<file path="src/verilog/io_pkg.sv">
package io_pkg;

	//////////////////////////////////////////////////
	// Address map
	//////////////////////////////////////////////////

	// Base of the 256-byte I/O window
	localparam logic [31:0] IO_BASE = 32'h0000_7f00;
	// Offset bits inside the window
	localparam int IO_ADDR_BITS = 8;

	// Register byte offsets
	localparam logic [7:0] LED_OFFSET = 8'h00;
	localparam logic [7:0] SW_OFFSET = 8'h04;
	localparam logic [7:0] BTN_OFFSET = 8'h24;
	localparam logic [7:0] TIMER_OFFSET = 8'h30;

	// LED register and switch vector width
	localparam int LED_WIDTH = 16;

	//////////////////////////////////////////////////
	// Timing, scaled down for short simulations
	//////////////////////////////////////////////////

	// Clocks per millisecond tick
	localparam int CLOCKS_PER_MS = 50;
	// Stable cycles before a button change is taken
	localparam int DEBOUNCE_CYCLES = 8;

	//////////////////////////////////////////////////
	// Types
	//////////////////////////////////////////////////

	// Wishbone classic request, master to slave
	typedef struct packed {
		logic cyc;
		logic stb;
		logic we;
		logic [31:0] adr;
		logic [31:0] dat;
	} wb_req_t;

	// Wishbone classic response, slave to master
	typedef struct packed {
		logic ack;
		logic [31:0] dat;
	} wb_rsp_t;

	// Buttons, c lands in bit 0 of the read word
	typedef struct packed {
		logic u;
		logic r;
		logic d;
		logic l;
		logic c;
	} btn_t;

	// Switch vector, same width as the LEDs
	typedef logic [LED_WIDTH-1:0] sw_t;

endpackage
</file>
<file path="src/verilog/io_system.sv">
`timescale 1ns/1ps

// Top of the I/O block
// Board pins in, bus slave out
module io_system (
	input logic clk,
	input logic rst,
	input io_pkg::wb_req_t wb_req_i,
	output io_pkg::wb_rsp_t wb_rsp_o,
	input io_pkg::sw_t sw_i,
	input io_pkg::btn_t btn_i,
	output io_pkg::sw_t led_o
);

	// Switches and buttons inside the clock domain
	io_pkg::sw_t sw_sync;
	io_pkg::btn_t btn_sync;
	io_pkg::btn_t btn_stable;

	// Timer hookup
	logic [31:0] timer_count;
	logic timer_load;
	logic [31:0] timer_load_value;

	//////////////////////////////////////////////////
	// Input conditioning
	//////////////////////////////////////////////////

	// Switches need no debounce
	input_sync #(.payload_t(io_pkg::sw_t)) sw_sync0 (
		.clk(clk),
		.rst(rst),
		.async_i(sw_i),
		.sync_o(sw_sync)
	);

	input_sync #(.payload_t(io_pkg::btn_t)) btn_sync0 (
		.clk(clk),
		.rst(rst),
		.async_i(btn_i),
		.sync_o(btn_sync)
	);

	debounce btn_deb0 (
		.clk(clk),
		.rst(rst),
		.raw_i(btn_sync),
		.stable_o(btn_stable)
	);

	//////////////////////////////////////////////////
	// Timer and registers
	//////////////////////////////////////////////////

	ms_timer timer0 (
		.clk(clk),
		.rst(rst),
		.load_i(timer_load),
		.load_value_i(timer_load_value),
		.count_o(timer_count)
	);

	io_regs regs0 (
		.clk(clk),
		.rst(rst),
		.wb_req_i(wb_req_i),
		.wb_rsp_o(wb_rsp_o),
		.sw_i(sw_sync),
		.btn_i(btn_stable),
		.timer_count_i(timer_count),
		.timer_load_o(timer_load),
		.timer_load_value_o(timer_load_value),
		.led_o(led_o)
	);

endmodule

</file>
<file path="src/verilog/io_regs.sv">
`timescale 1ns/1ps

// Wishbone classic slave for the I/O window
// Holds the LED register, drives the timer load, muxes read data
module io_regs (
	input logic clk,
	input logic rst,
	input io_pkg::wb_req_t wb_req_i,
	output io_pkg::wb_rsp_t wb_rsp_o,
	input io_pkg::sw_t sw_i,
	input io_pkg::btn_t btn_i,
	input logic [31:0] timer_count_i,
	output logic timer_load_o,
	output logic [31:0] timer_load_value_o,
	output io_pkg::sw_t led_o
);

	// Word offset inside the window
	typedef logic [io_pkg::IO_ADDR_BITS-1:2] word_t;

	logic in_window;
	logic req;
	word_t word_addr;
	logic led_we;
	logic timer_we;
	logic ack_q;
	logic [31:0] rd_mux;
	logic [31:0] rd_data_q;
	io_pkg::sw_t led_q;

	//////////////////////////////////////////////////
	// Decode
	//////////////////////////////////////////////////

	// Upper address bits must hit the window base
	assign in_window = (wb_req_i.adr[31:io_pkg::IO_ADDR_BITS] ==
		io_pkg::IO_BASE[31:io_pkg::IO_ADDR_BITS]);
	assign word_addr = wb_req_i.adr[io_pkg::IO_ADDR_BITS-1:2];

	// New transfer, blocked in the ack cycle so acks never run back to back
	assign req = wb_req_i.cyc && wb_req_i.stb && in_window && !ack_q;

	// Write strobes, taken at the edge that raises ack
	always_comb begin
		led_we = 1'b0;
		timer_we = 1'b0;
		if (req && wb_req_i.we) begin
			case (word_addr)
				io_pkg::LED_OFFSET[io_pkg::IO_ADDR_BITS-1:2]: led_we = 1'b1;
				io_pkg::TIMER_OFFSET[io_pkg::IO_ADDR_BITS-1:2]: timer_we = 1'b1;
				// Switches, buttons and holes ignore writes
				default: ;
			endcase
		end
	end

	//////////////////////////////////////////////////
	// Ack and LED register
	//////////////////////////////////////////////////

	always_ff @(posedge clk) begin
		if (rst) begin
			ack_q <= 1'b0;
			led_q <= '0;
		end else begin
			ack_q <= req;
			// Upper write bits dropped
			if (led_we)
				led_q <= wb_req_i.dat[io_pkg::LED_WIDTH-1:0];
		end
	end

	// Timer loads in the same edge as the ack
	assign timer_load_o = timer_we;
	assign timer_load_value_o = wb_req_i.dat;

	//////////////////////////////////////////////////
	// Read path
	//////////////////////////////////////////////////

	// Sources zero-extended to the bus width
	always_comb begin
		case (word_addr)
			io_pkg::LED_OFFSET[io_pkg::IO_ADDR_BITS-1:2]: rd_mux = 32'(led_q);
			io_pkg::SW_OFFSET[io_pkg::IO_ADDR_BITS-1:2]: rd_mux = 32'(sw_i);
			io_pkg::BTN_OFFSET[io_pkg::IO_ADDR_BITS-1:2]: rd_mux = 32'(btn_i);
			io_pkg::TIMER_OFFSET[io_pkg::IO_ADDR_BITS-1:2]: rd_mux = timer_count_i;
			// Unmapped offsets read zero
			default: rd_mux = 32'd0;
		endcase
	end

	// Sampled with the request, valid alongside ack
	always_ff @(posedge clk) begin
		if (req)
			rd_data_q <= rd_mux;
	end

	assign wb_rsp_o.ack = ack_q;
	assign wb_rsp_o.dat = rd_data_q;
	assign led_o = led_q;

	//////////////////////////////////////////////////
	// Bus checks
	//////////////////////////////////////////////////

	// Single-cycle ack
	a_ack_single: assert property (@(posedge clk) disable iff (rst)
		wb_rsp_o.ack |=> !wb_rsp_o.ack);

	// Ack only answers a live request
	a_ack_after_req: assert property (@(posedge clk) disable iff (rst)
		wb_rsp_o.ack |-> $past(wb_req_i.cyc && wb_req_i.stb));

endmodule

</file>
<file path="src/verilog/ms_timer.sv">
`timescale 1ns/1ps

// Free-running millisecond counter
// Loadable from the bus, load also restarts the tick phase
module ms_timer (
	input logic clk,
	input logic rst,
	input logic load_i,
	input logic [31:0] load_value_i,
	output logic [31:0] count_o
);

	// Tick counter spans one millisecond
	typedef logic [$clog2(io_pkg::CLOCKS_PER_MS)-1:0] tick_t;

	tick_t tick_q;
	logic [31:0] count_q;
	logic tick_wrap;

	// Last clock of the current millisecond
	assign tick_wrap = (tick_q == tick_t'(io_pkg::CLOCKS_PER_MS - 1));

	//////////////////////////////////////////////////
	// Tick and millisecond count
	//////////////////////////////////////////////////

	always_ff @(posedge clk) begin
		if (rst) begin
			tick_q <= '0;
			count_q <= '0;
		end else if (load_i) begin
			// Load wins over a pending tick
			tick_q <= '0;
			count_q <= load_value_i;
		end else if (tick_wrap) begin
			tick_q <= '0;
			count_q <= count_q + 32'd1;
		end else begin
			tick_q <= tick_q + 1'b1;
		end
	end

	assign count_o = count_q;

	//////////////////////////////////////////////////
	// Checks
	//////////////////////////////////////////////////

	// No load, so at most one millisecond per clock
	a_count_step: assert property (@(posedge clk) disable iff (rst)
		!load_i |=> (count_o - $past(count_o)) <= 32'd1);

endmodule

</file>
<file path="src/verilog/debounce.sv">
`timescale 1ns/1ps

// Button debouncer for the whole synchronized vector
// A new value passes once it has held for DEBOUNCE_CYCLES samples
module debounce (
	input logic clk,
	input logic rst,
	input io_pkg::btn_t raw_i,
	output io_pkg::btn_t stable_o
);

	// Counter wide enough to hold DEBOUNCE_CYCLES
	typedef logic [$clog2(io_pkg::DEBOUNCE_CYCLES+1)-1:0] cnt_t;

	io_pkg::btn_t sample_q;
	io_pkg::btn_t stable_q;
	cnt_t cnt_q;

	always_ff @(posedge clk) begin
		if (rst) begin
			sample_q <= '0;
			stable_q <= '0;
			cnt_q <= '0;
		end else begin
			if (raw_i != sample_q) begin
				// Input moved, restart the count with this first sample
				sample_q <= raw_i;
				cnt_q <= cnt_t'(1);
			end else if (cnt_q != cnt_t'(io_pkg::DEBOUNCE_CYCLES)) begin
				cnt_q <= cnt_q + 1'b1;
			end
			// Saturated count means the sample held long enough
			if (cnt_q == cnt_t'(io_pkg::DEBOUNCE_CYCLES))
				stable_q <= sample_q;
		end
	end

	assign stable_o = stable_q;

	// Output may only move right after the counter saturated
	a_change_after_sat: assert property (@(posedge clk) disable iff (rst)
		!$stable(stable_o) |-> $past(cnt_q) == cnt_t'(io_pkg::DEBOUNCE_CYCLES));

endmodule

</file>
<file path="src/verilog/input_sync.sv">
`timescale 1ns/1ps

// Two-flop synchronizer for board inputs
// Payload type chosen per instance (switches or buttons)
module input_sync #(
	parameter type payload_t = logic
) (
	input logic clk,
	input logic rst,
	input payload_t async_i,
	output payload_t sync_o
);

	// First stage, may go metastable
	payload_t meta_q;
	// Second stage, safe to use in the clock domain
	payload_t sync_q;

	always_ff @(posedge clk) begin
		if (rst) begin
			meta_q <= '0;
			sync_q <= '0;
		end else begin
			meta_q <= async_i;
			sync_q <= meta_q;
		end
	end

	// Output two cycles behind the pin
	assign sync_o = sync_q;

endmodule

</file>
<file path="config.mk">
export PLATFORM = sky130hd
export DESIGN_NAME = io_system
export DESIGN_NICKNAME = d
export VERILOG_FILES = /design/src/verilog/io_pkg.sv /design/src/verilog/io_system.sv /design/src/verilog/io_regs.sv /design/src/verilog/ms_timer.sv /design/src/verilog/debounce.sv /design/src/verilog/input_sync.sv
export SDC_FILE = /design/constraint.sdc
export NUM_CORES = 1
export LEC_CHECK = 0
export ABC_AREA = 1
export BUFFER_PORTS_ARGS = -buffer_cell sky130_fd_sc_hd__clkbuf_2
export CORE_ASPECT_RATIO = 0.5
export CORE_MARGIN = 10
export CORE_UTILIZATION = 39
export DETAILED_ROUTE_END_ITERATION = 12
export GPL_ROUTABILITY_DRIVEN = 0
export SLEW_MARGIN = 20
export SYNTH_ARGS = -nofsm -noshare
export SYNTH_HDL_FRONTEND = slang
export SYNTH_SLANG_ARGS = --single-unit
export TNS_END_PERCENT = 100
</file>
<file path="constraint.sdc">
create_clock -name clk -period 3.1 [get_ports clk]
set_input_delay 0.31 -clock clk [delete_from_list [all_inputs] [get_ports clk]]
set_output_delay 0.31 -clock clk [all_outputs]
set_load 0.05 [all_outputs]
</file>
## Word level (Yosys, flattened, before mapping)

Cells that the tools add are included.

| word-level totals | value |
|---|---|
| register bits after elaboration | 143 |
| logic and storage cells | 59 |

| cells by class | value |
|---|---|
| add/sub/neg operators | 3 |
| equal/unequal tests | 8 |
| muxes and demuxes | 9 |
| reduce and logical (&&, ||, !) cells | 10 |

Operator list:

| kind | number |
|---|---|
| $pmux 32 s4 | 1 |
| $mux 32 | 2 |
| $add 32x1->32 const B | 1 |
| $eq 24x7->1 const B | 1 |
| $eq 6x4->1 const B | 2 |
| $add 6x1->6 const B | 1 |
| $eq 6x1->1 const B | 1 |
| $eq 6x6->1 const B | 1 |
| $logic_not 6->1 | 1 |
| $mux 1 | 6 |
| $ne 5x5->1 | 1 |
| $add 4x1->4 const B | 1 |
| $eq 4x4->1 const B | 1 |
| $logic_and 1x1->1 | 4 |
| $ne 4x4->1 const B | 1 |
| $reduce_bool 2->1 | 2 |
| $reduce_or 3->1 | 1 |
| $reduce_or 2->1 | 1 |
| $logic_not 1->1 | 1 |

## Longest topological paths before layout

Gate-level depths: netlist (run 1).

| depth | value |
|---|---|
| word-level depth | 6 |
| mapped depth | 13 |

## Modules after synthesis

A second synthesis (run 1) with hierarchy kept.

| unflattened totals | value |
|---|---|
| cell total of the unflattened synthesis | 1,001 |
| area total of the unflattened synthesis | 7,219.4 sq um |

By module, submodules not included:

| module | times used | cells each | area an instance (sq um) | sequential area each (sq um) |
|---|---|---|---|---|
| io_regs | 1 | 355 | 2,768.9 | 1,301.2 |
| ms_timer | 1 | 437 | 2,625.0 | 760.7 |
| input_sync at sw_sync0 | 1 | 99 | 914.6 | 640.6 |
| debounce | 1 | 79 | 624.3 | 280.3 |
| input_sync at btn_sync0 | 1 | 31 | 286.5 | 200.2 |

## Worst setup path after synthesis (run 1)

No wires, ideal clock.

| path | value |
|---|---|
| kind | input port to flip-flop |
| start | in wb_req_i[61] in the netlist's numbering |
| end | reg timer0.count_q[12], in the netlist timer0.count_o[12] |
| setup time | 0.118 ns |
| arrival | 2.238 ns |
| required time | 2.982 ns |
| path slack | 0.744 ns |
| cell stages on the path | 9 |
| buffers on the path | 1 |
| cells stage by stage | nor2_1 -> nand2_1 -> nor2_1 -> nand2_1 -> nor2_2 -> nand3_2 -> buf_6 -> o21ai_1 -> a21oi_1 |

| on the way | value |
|---|---|
| word-level cells in the longest chain between the ends | 6 |
| elaborated cells on any way between the ends | 7 |

Ends and longest elaborated chain:

| what | RTL line | RTL |
|---|---|---|
| start: declaration | io_system.sv:8 | `input io_pkg::wb_req_t wb_req_i,` |
| $eq 24x7->1 (*) | io_regs.sv:36 | `assign in_window = (wb_req_i.adr[31:io_pkg::IO_ADDR_BITS] ==` |
| $logic_and 1x1->1 (*) (2 in series) | io_regs.sv:41 | `assign req = wb_req_i.cyc && wb_req_i.stb && in_window && !ack_q;` |
| net regs0.req | io_regs.sv:22 | `logic req;` |
| $logic_and 1x1->1 (*) | io_regs.sv:47 | `if (req && wb_req_i.we) begin` |
| $mux 1 (*) | io_regs.sv:47 |  |
| $mux 32 / $reduce_bool 2->1 (equally long branches) | -- |  |
| end signal: assignment | ms_timer.sv:34 | `count_q <= load_value_i;` |
| end signal: assignment | ms_timer.sv:37 | `count_q <= count_q + 32'd1;` |
| end: declaration | ms_timer.sv:17 | `logic [31:0] count_q;` |

The timed path passes the listed nets; every way through them passes the cells marked *.
A chain may end at the register's enable or synchronous reset.

## Worst setup path after layout (run 1)

| path | value |
|---|---|
| start | reg regs0.ack_q |
| end | reg timer0.tick_q[2] |

| on the way | value |
|---|---|
| word-level cells in the longest chain between the ends | 5 |

Ends and longest elaborated chain:

| what | RTL line | RTL |
|---|---|---|
| start: declaration | io_regs.sv:26 | `logic ack_q;` |
| start signal: assignment | io_regs.sv:66 | `ack_q <= req;` |
| $logic_not 1->1 | io_regs.sv:41 |  |
| $logic_and 1x1->1 | io_regs.sv:41 |  |
| $logic_and 1x1->1 | io_regs.sv:47 |  |
| $mux 1 | io_regs.sv:47 |  |
| $reduce_or 3->1 (no source line) | -- |  |
| end signal: assignment | ms_timer.sv:39 | `tick_q <= tick_q + 1'b1;` |
| end: declaration | ms_timer.sv:16 | `tick_t tick_q;` |

No other way between the ends.

==> impl_metrics.yaml, run 1 <==
yosys:
  synth_top_area_share_pct: 33.0
  synth_edf_count: 32
  synth_seq_cells: 143
  ys_top_cells_by_area: "dfxtp_1, edfxtp_1, nand2_1, nor2_1, inv_1"
  ys_warn_count: 0
  ys_seq_area_share_pct: 47.3
  yosysTopAreaCell: "dfxtp_1"
  synthTopCellsByCount: "nand2_1, nor2_1, inv_1"
  async_flop_share_pct: 0
  synth_most_common_cell: "nand2_1"
  syn-instance-count: 918
  synth_nets: 1013
  synth_flop_cell: "dfxtp_1"
  syn_avg_cell_area_um2: 7.32
  ys_types: 35
  syn_area_um2: 6720
sta:
  fin_skew_ns: 0.00978
  slew_viol_final: 0
  setup_violations: 0
  worstMarginPinSlew_ns: 0.873
  post-route-period-util_pct: 67.9
  hold_viol_final: 0
  tns_ns: 0
  relSlewSlack_pct: 41.4
  rsz0062_at_grt: "false"
  fin_crit_ns: 2.11
  fmax_mhz: 475
placement:
  hpwl_mm: 14.2
  portBuffers: 136
clock_tree:
  cts_tree: "done"
  root_buffer: "clkbuf_16"
  clkTransAtPathRegs_ns: 0.07
  htree_levels: 4
  clock_sinks: 143
  numCtsBuffers: 17
  post_cts_resized: 0
  postCtsSetupBuffers: 0
  clockBufferDepth: 2
  clk_latency_ns: 0.42
  cts_hold_buf: 0
floorplan:
  core_area_um2: 16600
  ios: 139
  num_rows: 33
  die-width_um: 206
  die_h_um: 113
  initial_core_util_pct: 40.4
  die_area_um2: 23200
finish:
  finish.utilization_pct: 49.3
  fillerInstances: 1681
  area_growth_pct: 22.0
  nets: 1142
  drive_gt1_share_pct: 17.8
  insertedDiodeCount: 0
min_path:
  min_path_cells: 3
  hold_start: "btn_i[1]"
  min_to: "btn_sync0.meta_q[1]"
  min_path_type: "in2reg"
drt:
  avgViaCountPerCell: 4.80
  route.detailed.drc: 0
  drt-total-wl_mm: 19.0
  vias: 6173
  dr.pass1.iters: 5
  ant_nets: 0
  drtIter0Drc: 341
  wl_per_cell_um: 14.8
global_route:
  grt_pass1_wl_mm: 30.9
  grt_pass1_vias: 6072
  grt_max_degree: 52
  antenna_found_initial: 0
  grt-ovfl-total: 0
  grt_usage_pct: 16.4
setup_path:
  reg2reg_to: "timer0.tick_q[2]"
  crit_path_end_kind: "flip-flop"
  reg2reg_setup_slack_ns: 0.99
  rr_worst_depth: 10
  rr_startpoint: "regs0.ack_q"
  cp.required_ns: 3.40
  crit_top_cell: "nand2_1"
  path_class: "reg2reg"
  cp_cell_sequence: "inv_1 -> nand2_1 -> nor2_1 -> nand2_1 -> nor2_4 -> nand3_4 -> nand2_4 -> inv_2 -> nand2_1 -> nor3_1"
  crit_slowest_cell: "nor2_4"
  start_kind: "flip-flop"
  critPathMaxStageDelay_ns: 0.40
  path_buf_inv: 2
  path_max_fanout: 15
  critPathTopFamily: "simple AND/OR/NAND/NOR gates"
  arrival_ns: 2.41
power_and_ir_drop:
  ir_drop_uv: 405
  pwr-share-comb_pct: 4.2
  p_int_mw: 3.25
  sequentialPowerShare_pct: 45.3
  totalPowerFinal_mw: 4.28
  p_leak_nw: 3.60
  p_switching_mw: 1.03
  p_per_area_nw_per_um2: 522
  switching_share_pct: 24.1
  clockPowerShare_pct: 50.4
status:
  status: "finished, final reports clean"
run:
  maxCapViolations: 0
metal layers:
metal | track usage, % | part of all wire (%)
met1 | 21.1 | 47
met3 | 3.47 | 5.2
met5 | 0 | 0
met2 | 27.4 | 47
met4 | 4.28 | 1.2
cells by family after synthesis:
family / synth area share, %
compound gates: 7.41
simple gates: 30.4
flops: 47.3
buf+inv: 11.4
xor+xnor: 2.47
fa+ha+maj: 0.930
worst max-delay path by stage:
stage | slack [ns] | start | to | cells past startpoint
5_1_grt | 0.76 | regs0.ack_q | timer0.tick_q[2] | 10
3_5_place_dp | 0.81 | wb_req_i[46] | timer0.count_o[11] | 10
3_3_place_gp | 0.87 | wb_req_i[48] | timer0.tick_q[2] | 11
4_1_cts | 0.98 | regs0.ack_q | timer0.tick_q[2] | 10
6_report | 0.99 | regs0.ack_q | timer0.tick_q[2] | 10
2_1_floorplan | 0.74 | wb_req_i[61] | timer0.count_o[12] | 9
final cells by class:
cell class,instances,area [um^2],area share (%)
clock buffer,19,475,5.80
clock inverter,13,155,1.89
inverter,156,586,7.14
timing repair buffer,144,741,9.03
tap,227,284,3.46
sequential,143,3180,38.8
multi-input combinational,585,2780,33.9
placed cells by master (no fill, tap or decap), types with 2 or more instances in the layout:
cell type and instances:
a21oi_1 33, a22oi_1 4, buf_4 8, clkbuf_16 19
clkbuf_2 136, clkinv_4 2, dfxtp_1 111, edfxtp_1 32
ha_1 5, inv_1 153, inv_2 2, inv_6 4
inv_8 5, nand2_1 202, nand3_1 61, nand3_2 2
nand3_4 2, nand3b_1 2, nand4_1 30, nor2_1 160
nor2_4 3, nor3_1 6, o211ai_1 6, o21ai_0 18
o21ai_1 16, o221ai_1 9, xnor2_1 5, xor2_1 14
worst reg2reg max path, cell delays in order (launching register included):
cell and delay, ns:
dfxtp_1 0.31, inv_1 0.05, nand2_1 0.06, nor2_1 0.11, nand2_1 0.09, nor2_4 0.40, nand3_4 0.32, nand2_4 0.30
inv_2 0.08, nand2_1 0.18, nor3_1 0.08
stage by stage:
step	hold WS, ns	worst slack (ns)	area, um^2	instances
floorplan	0.388	0.744	6720	918
global placement	0.391	0.873	7570	1255
detailed placement	0.393	0.815	7570	1255
CTS	0.0623	0.978	8200	1287
global route	0.0657	0.762	8200	1287
finish	0.0660	0.994	8200	1287
power groups by stage:
stage | logic [mW] | registers (mW) | clock network (mW)
final | 0.181 | 1.94 | 2.16
after global routing | 0.207 | 1.94 | 2.27
after CTS | 0.183 | 1.94 | 2.19
after detailed placement | 0.181 | 1.98 | 0
after global placement | 0.176 | 1.98 | 0
after floorplan | 0.0932 | 1.98 | 0
flip-flops by register name, indices dropped and copies added (netlist names), 5 cells and up:
signal and count:
btn_deb0.sample_q 5, timer0.tick_q 6, regs0.rd_data_q 32, sw_sync0.sync_o 16, btn_sync0.sync_o 5, btn_deb0.stable_o 5
sw_sync0.meta_q 16, btn_sync0.meta_q 5, timer0.count_o 32, regs0.led_o 16
Note: power is estimated with default switching activity, not from simulation.
==> run 2: changes to the inputs <==
--- a/config.mk
+++ b/config.mk
@@ -5,7 +5,7 @@
 export SDC_FILE = /design/constraint.sdc
 export NUM_CORES = 1
 export LEC_CHECK = 0
-export ABC_AREA = 1
+export ABC_AREA = 0
 export BUFFER_PORTS_ARGS = -buffer_cell sky130_fd_sc_hd__clkbuf_2
 export CORE_ASPECT_RATIO = 0.5
 export CORE_MARGIN = 10
==> constraint.sdc (replaced) <==
create_clock -name clk -period 2.1 [get_ports clk]
set_input_delay 0.21 -clock clk [delete_from_list [all_inputs] [get_ports clk]]
set_output_delay 0.21 -clock clk [all_outputs]
set_load 0.05 [all_outputs]
==> run 2 against run 1 <==
First-iteration DRC count grew 11%. Largest cell class unchanged. Highest routed layer unchanged. Clock skew grew 0.0014 ns. Register-to-register slack lost 0.88 ns.
==> impl_metrics.yaml, run 2 <==
run:
  maxCapViolations: 0
yosys:
  synth_seq_cells: 143
  synth_nets: 641
  synth_top_area_share_pct: 37.4
  muxShareOfSynthArea_pct: 3.70
  synthTopCellsByCount: "dfxtp_1, nor2_1, nor2b_1"
  ys_seq_area_share_pct: 53.5
  synth_fa_ha_area_share_pct: 1.05
  ys_types: 43
  synth_top_family_by_area: "simple AND/OR/NAND/NOR gates"
  syn_avg_cell_area_um2: 10.9
  synth_edf_count: 32
  syn-instance-count: 546
  async_flop_share_pct: 0
  synth_flop_cell: "dfxtp_1"
  synth-compound-area-share_pct: 9.43
  yosys.area_share.simple_pct: 22.4
  synthXorXnorAreaFrac_pct: 6.33
  ys_warn_count: 0
  syn_area_um2: 5950
  synth_most_common_cell: "dfxtp_1"
  ys_top_cells_by_area: "dfxtp_1, edfxtp_1, a211oi_2, nor2b_1, nor2_1"
  yosysTopAreaCell: "dfxtp_1"
setup_path:
  rr_startpoint: "regs0.ack_q"
  reg2reg_to: "timer0.count_o[14]"
  rr_worst_depth: 7
  crit_path_end_kind: "flip-flop"
  path_class: "reg2reg"
  start_kind: "flip-flop"
  path_max_fanout: 36
  reg2reg_setup_slack_ns: 0.12
  arrival_ns: 2.26
  cp.required_ns: 2.38
finish:
  final_cell_mix: "clkbuf_2, dfxtp_1, nor2_1, nor2b_1, edfxtp_1"
  final_common_cell: "clkbuf_2"
  final_cell_area_um2: 7750
  fillerInstances: 1373
  area_growth_pct: 30.4
  instances_no_fill: 922
  nets: 806
  drive_gt1_share_pct: 32.6
  insertedDiodeCount: 0
power_and_ir_drop:
  clockPowerShare_pct: 49.7
  sequentialPowerShare_pct: 46.5
  ir_drop_uv: 529
  p_int_mw: 4.71
  switching_share_pct: 23.7
  p_switching_mw: 1.46
  totalPowerFinal_mw: 6.17
  p_per_area_nw_per_um2: 796
  p_leak_nw: 3.34
  pwr-share-comb_pct: 3.8
drt:
  avgViaCountPerCell: 4.82
  drtIter0Drc: 379
  dr.pass1.iters: 5
  wl_per_cell_um: 16.4
  ant_nets: 0
  route.detailed.drc: 0
  vias: 4448
  drt-total-wl_mm: 15.1
floorplan:
  die-width_um: 195
  die_area_um2: 20900
  ios: 139
  core_area_um2: 14700
  num_rows: 31
  initial_core_util_pct: 40.4
  die_h_um: 107
sta:
  fmax_mhz: 504
  worstMarginPinSlew_ns: 0.573
  slew_viol_final: 0
  fin_crit_ns: 1.98
  hold_viol_final: 0
  tns_ns: 0
  setup_violations: 0
  relSlewSlack_pct: 61.7
  rsz0062_at_grt: "false"
  fin_skew_ns: 0.0111
  post-route-period-util_pct: 94.4
global_route:
  grt-ovfl-total: 0
  grt_pass1_vias: 4540
  grt_usage_pct: 14.4
  grt_max_degree: 46
  grt_pass1_wl_mm: 24.2
  antenna_found_initial: 0
clock_tree:
  clock_sinks: 143
  clk_latency_ns: 0.42
  cts_tree: "done"
  htree_levels: 4
  clkTransAtPathRegs_ns: 0.07
  clockBufferDepth: 2
  numCtsBuffers: 17
  root_buffer: "clkbuf_16"
placement:
  dp.cells: 875
  portBuffers: 136
  dpl_cell_area_um2: 6990
  hpwl_mm: 11.1
min_path:
  hold_start: "sw_i[15]"
  min_to: "sw_sync0.meta_q[15]"
  min_path_cells: 2
  min_path_type: "in2reg"
status:
  status: "finished, final reports clean"
[run 2: cell types whose count changed after synthesis, moves of 17 or more]
cell	previous run	this run
nor2b_1	0	48
mux2i_1	0	22
a211oi_2	0	30
a21oi_1	33	2
o21ai_0	18	0
nand2_1	202	23
nand3_1	61	11
xnor2_1	5	27
and2_1	0	17
nor2_1	160	68
inv_1	153	17
[run 2: what timing repair did]
item	CTS	global route
setup buffers	0	0
endpoints found under the setup margin	0	2
resized for setup	0	2
hold buffers	15	0
endpoints found under the hold margin	15	0
[run 2: power groups by stage]
stage               clock network [mW]  registers (mW)  logic [mW]
floorplan                            0            2.92      0.0980
finish                            3.06            2.87       0.237
CTS                               3.13            2.87       0.240
global placement                     0            2.93       0.213
global route                      3.24            2.87       0.265
detailed placement                   0            2.93       0.216
[run 2: worst max-delay path: stages, from the launching register on]
cell,delay [ns]
dfxtp_1,0.32
or4b_4,0.49
nor4_4,0.34
nand4_1,0.13
buf_4,0.18
buf_12,0.17
nor2_1,0.14
a211oi_2,0.06
[run 2: layout make-up]
class                   instances  area (um^2)  share of cell area (%)
multi-input cells             358         2570                    33.2
well taps                     198          248                    3.20
inverters                      17         63.8                   0.823
clock inverters                14          164                    2.11
clock buffers                  18          439                    5.66
flip-flops and latches        143         3180                    41.1
repair buffers                174         1080                    13.9
[run 2: per-stage QoR]
stage	setup slack [ns]	util [%]	hold slack (ns)
floorplan	0.0212	-	0.338
global placement	0.118	47.5	0.418
detailed placement	0.0916	47.5	0.420
CTS	0.114	52.6	0.000762
global route	0.00815	52.7	0.0121
finish	0.117	52.7	0.0156
[run 2: metal layers]
metal / routed length (um) / up-vias / track usage, % / share of wire [%]
met5: 0 / - / 0 / 0
met4: 205 / 0 / 4.91 / 1.4
met3: 760 / 13 / 3.64 / 5.0
met2: 6800 / 129 / 22.6 / 45
met1: 7310 / 2033 / 19.0 / 48
li1: - / 2273 / - / -
[run 2: worst max-delay path by stage]
stage | from | end | slack, ns | depth (start not counted)
2_1_floorplan | regs0.ack_q | regs0.rd_data_q[0] | 0.02 | 3
3_3_place_gp | wb_req_i[48] | timer0.count_o[3] | 0.12 | 8
3_5_place_dp | wb_req_i[48] | timer0.count_o[11] | 0.09 | 8
4_1_cts | timer0.count_o[9] | timer0.count_o[26] | 0.11 | 5
5_1_grt | timer0.count_o[1] | timer0.count_o[20] | 0.008 | 6
6_report | regs0.ack_q | timer0.count_o[14] | 0.12 | 7
[run 2: kinds of logic after synthesis]
| logic type | count (synthesis) |
|---|---|
| AOI/OAI and AO/OA | 50 |
| xor gates and xnor gates | 43 |
| adders and majority gates | 5 |
| buffers and inverters | 45 |
| DFF | 143 |
| muxes | 22 |
| and+or+nand+nor | 238 |
==> run 3: changes to the inputs <==
--- a/config.mk
+++ b/config.mk
@@ -10,6 +10,7 @@
 export CORE_ASPECT_RATIO = 0.5
 export CORE_MARGIN = 10
 export CORE_UTILIZATION = 39
+export CTS_BUF_LIST = sky130_fd_sc_hd__clkbuf_4
 export DETAILED_ROUTE_END_ITERATION = 12
 export GPL_ROUTABILITY_DRIVEN = 0
 export SLEW_MARGIN = 20
==> run 3 against run 2 <==
Maximum frequency hardly changed. Non-clock buffer count grew 38. Sequential cell count unchanged. Critical path depth shrank 2. Utilization is 0.47 points higher. Critical endpoint is now timer0.count_o[26]. Largest cell class unchanged.
==> impl_metrics.yaml, run 3 (same netlist as run 2, synthesis figures left out) <==
floorplan:
  die_area_um2: 20900
  initial_core_util_pct: 40.4
  core_area_um2: 14700
  num_rows: 31
  die-width_um: 195
  die_h_um: 107
  ios: 139
global_route:
  antenna_found_initial: 1
  grt_max_degree: 46
  grt_usage_pct: 14.7
  grt_pass1_vias: 4695
  grt-ovfl-total: 0
  grt_pass1_wl_mm: 24.6
setup_path:
  arrival_ns: 2.45
  rr_startpoint: "timer0.count_o[9]"
  crit_slowest_cell: "or4_4"
  path_class: "reg2reg"
  reg2reg_to: "timer0.count_o[26]"
  cp.required_ns: 2.56
  crit_path_end_kind: "flip-flop"
  cp_cell_sequence: "nand4_2 -> or4_4 -> nor4_1 -> xnor2_1 -> a211oi_2"
  start_kind: "flip-flop"
  path_buf_inv: 0
  path_max_fanout: 6
  rr_worst_depth: 5
  critPathMaxStageDelay_ns: 0.52
  critPathTopFamily: "simple AND/OR/NAND/NOR gates"
  reg2reg_setup_slack_ns: 0.12
drt:
  vias: 4608
  ant_nets: 0
  dr.pass1.iters: 9
  wl_per_cell_um: 15.9
  avgViaCountPerCell: 4.79
  drtIter0Drc: 452
  route.detailed.drc: 0
  drt-total-wl_mm: 15.3
power_and_ir_drop:
  totalPowerFinal_mw: 4.99
  ir_drop_uv: 419
  p_per_area_nw_per_um2: 637
  p_leak_nw: 3.35
sta:
  hold-worst-slack_ns: 0.0395
  hold_viol_final: 0
  relSlewSlack_pct: 61.5
  post-route-period-util_pct: 94.5
  setup_violations: 0
  slew_viol_final: 0
  fmax_mhz: 504
  fin_crit_ns: 1.98
  rsz0062_at_grt: "true"
  fin_skew_ns: 0.0212
  worstMarginPinSlew_ns: 0.577
status:
  status: "finished, final reports clean"
clock_tree:
  htree_levels: 4
  numCtsBuffers: 17
  root_buffer: "clkbuf_4"
  clockBufferDepth: 2
  cts_tree: "done"
  postCtsSetupBuffers: 0
  clk_latency_ns: 0.54
  clock_sinks: 143
  clkTransAtPathRegs_ns: 0.15
run:
  maxCapViolations: 0
placement:
  hpwl_mm: 11.1
  dpl_cell_area_um2: 6990
  portBuffers: 136
finish:
  finish.utilization_pct: 53.2
  nets: 844
  drive_gt1_share_pct: 31.0
  final_common_cell: "clkbuf_2"
  area_growth_pct: 31.6
  final_cell_area_um2: 7820
  final_cell_mix: "clkbuf_2, dfxtp_1, nor2_1, dlygate4sd3_1, nor2b_1"
  fillerInstances: 1382
min_path:
  min_path_cells: 2
  min_path_type: "in2reg"
  hold_start: "rst"
  min_to: "btn_deb0.stable_o[1]"
## run 3: cell types whose count changed in the layout (fill, tap and decap cells not counted), sizes merged
cell         change
clkbuf           -1
clkinv           +1
diode            +2
dlygate4sd3     +38
## run 3: cell type report
cell class,count,area [um^2],area share (%)
flip-flops and latches,143,3180,40.7
multi-input cells,358,2560,32.8
repair buffers,212,1460,18.7
well taps,198,248,3.17
clock inverters,15,168,2.14
clock buffers,17,128,1.63
inverters,17,63.8,0.816
diodes,2,5.00,0.0640
## run 3: routing by layer
layer | vias up | part of all wire [%] | GRT usage (%)
li1 | 2347 | - | -
met1 | 2121 | 47 | 19.2
met2 | 134 | 46 | 23.5
met3 | 6 | 6.8 | 4.23
met4 | 0 | 0.45 | 3.66
met5 | - | 0 | 0
## run 3: metrics by stage
step	setup slack, ns	instances	TNS, ns
after floorplan	0.0212	546	0
after detailed placement	0.0916	875	0
after global routing	-0.0461	961	-0.102
after global placement	0.118	875	0
after CTS	0.0987	960	0
final	0.116	962	0
## run 3: how the worst max path moves through the flow
stage | from | to | depth (start not counted)
after floorplan | regs0.ack_q | regs0.rd_data_q[0] | 3
after global placement | wb_req_i[48] | timer0.count_o[3] | 8
after detailed placement | wb_req_i[48] | timer0.count_o[11] | 8
after CTS | regs0.ack_q | timer0.count_o[8] | 7
after global routing | timer0.tick_q[0] | timer0.count_o[21] | 7
final | timer0.count_o[9] | timer0.count_o[26] | 5
## run 3: what timing repair did
action                                  4_1_cts  5_1_grt
gates resized for setup                       0        2
endpoints found under the setup margin        0        4
hold buffers                                 53        0
hold endpoints to repair                     68        0
## run 3: where the power goes
part	switching, mW	internal, mW
clock network	1.17	0.656
registers	0.0227	2.85
logic	0.118	0.174
total	1.31	3.67
## run 3: worst reg2reg max path, stage by stage, from the launching register on
cell,delay (ns)
dfxtp_1,0.48
nand4_2,0.28
or4_4,0.52
nor4_1,0.30
xnor2_1,0.12
a211oi_2,0.21
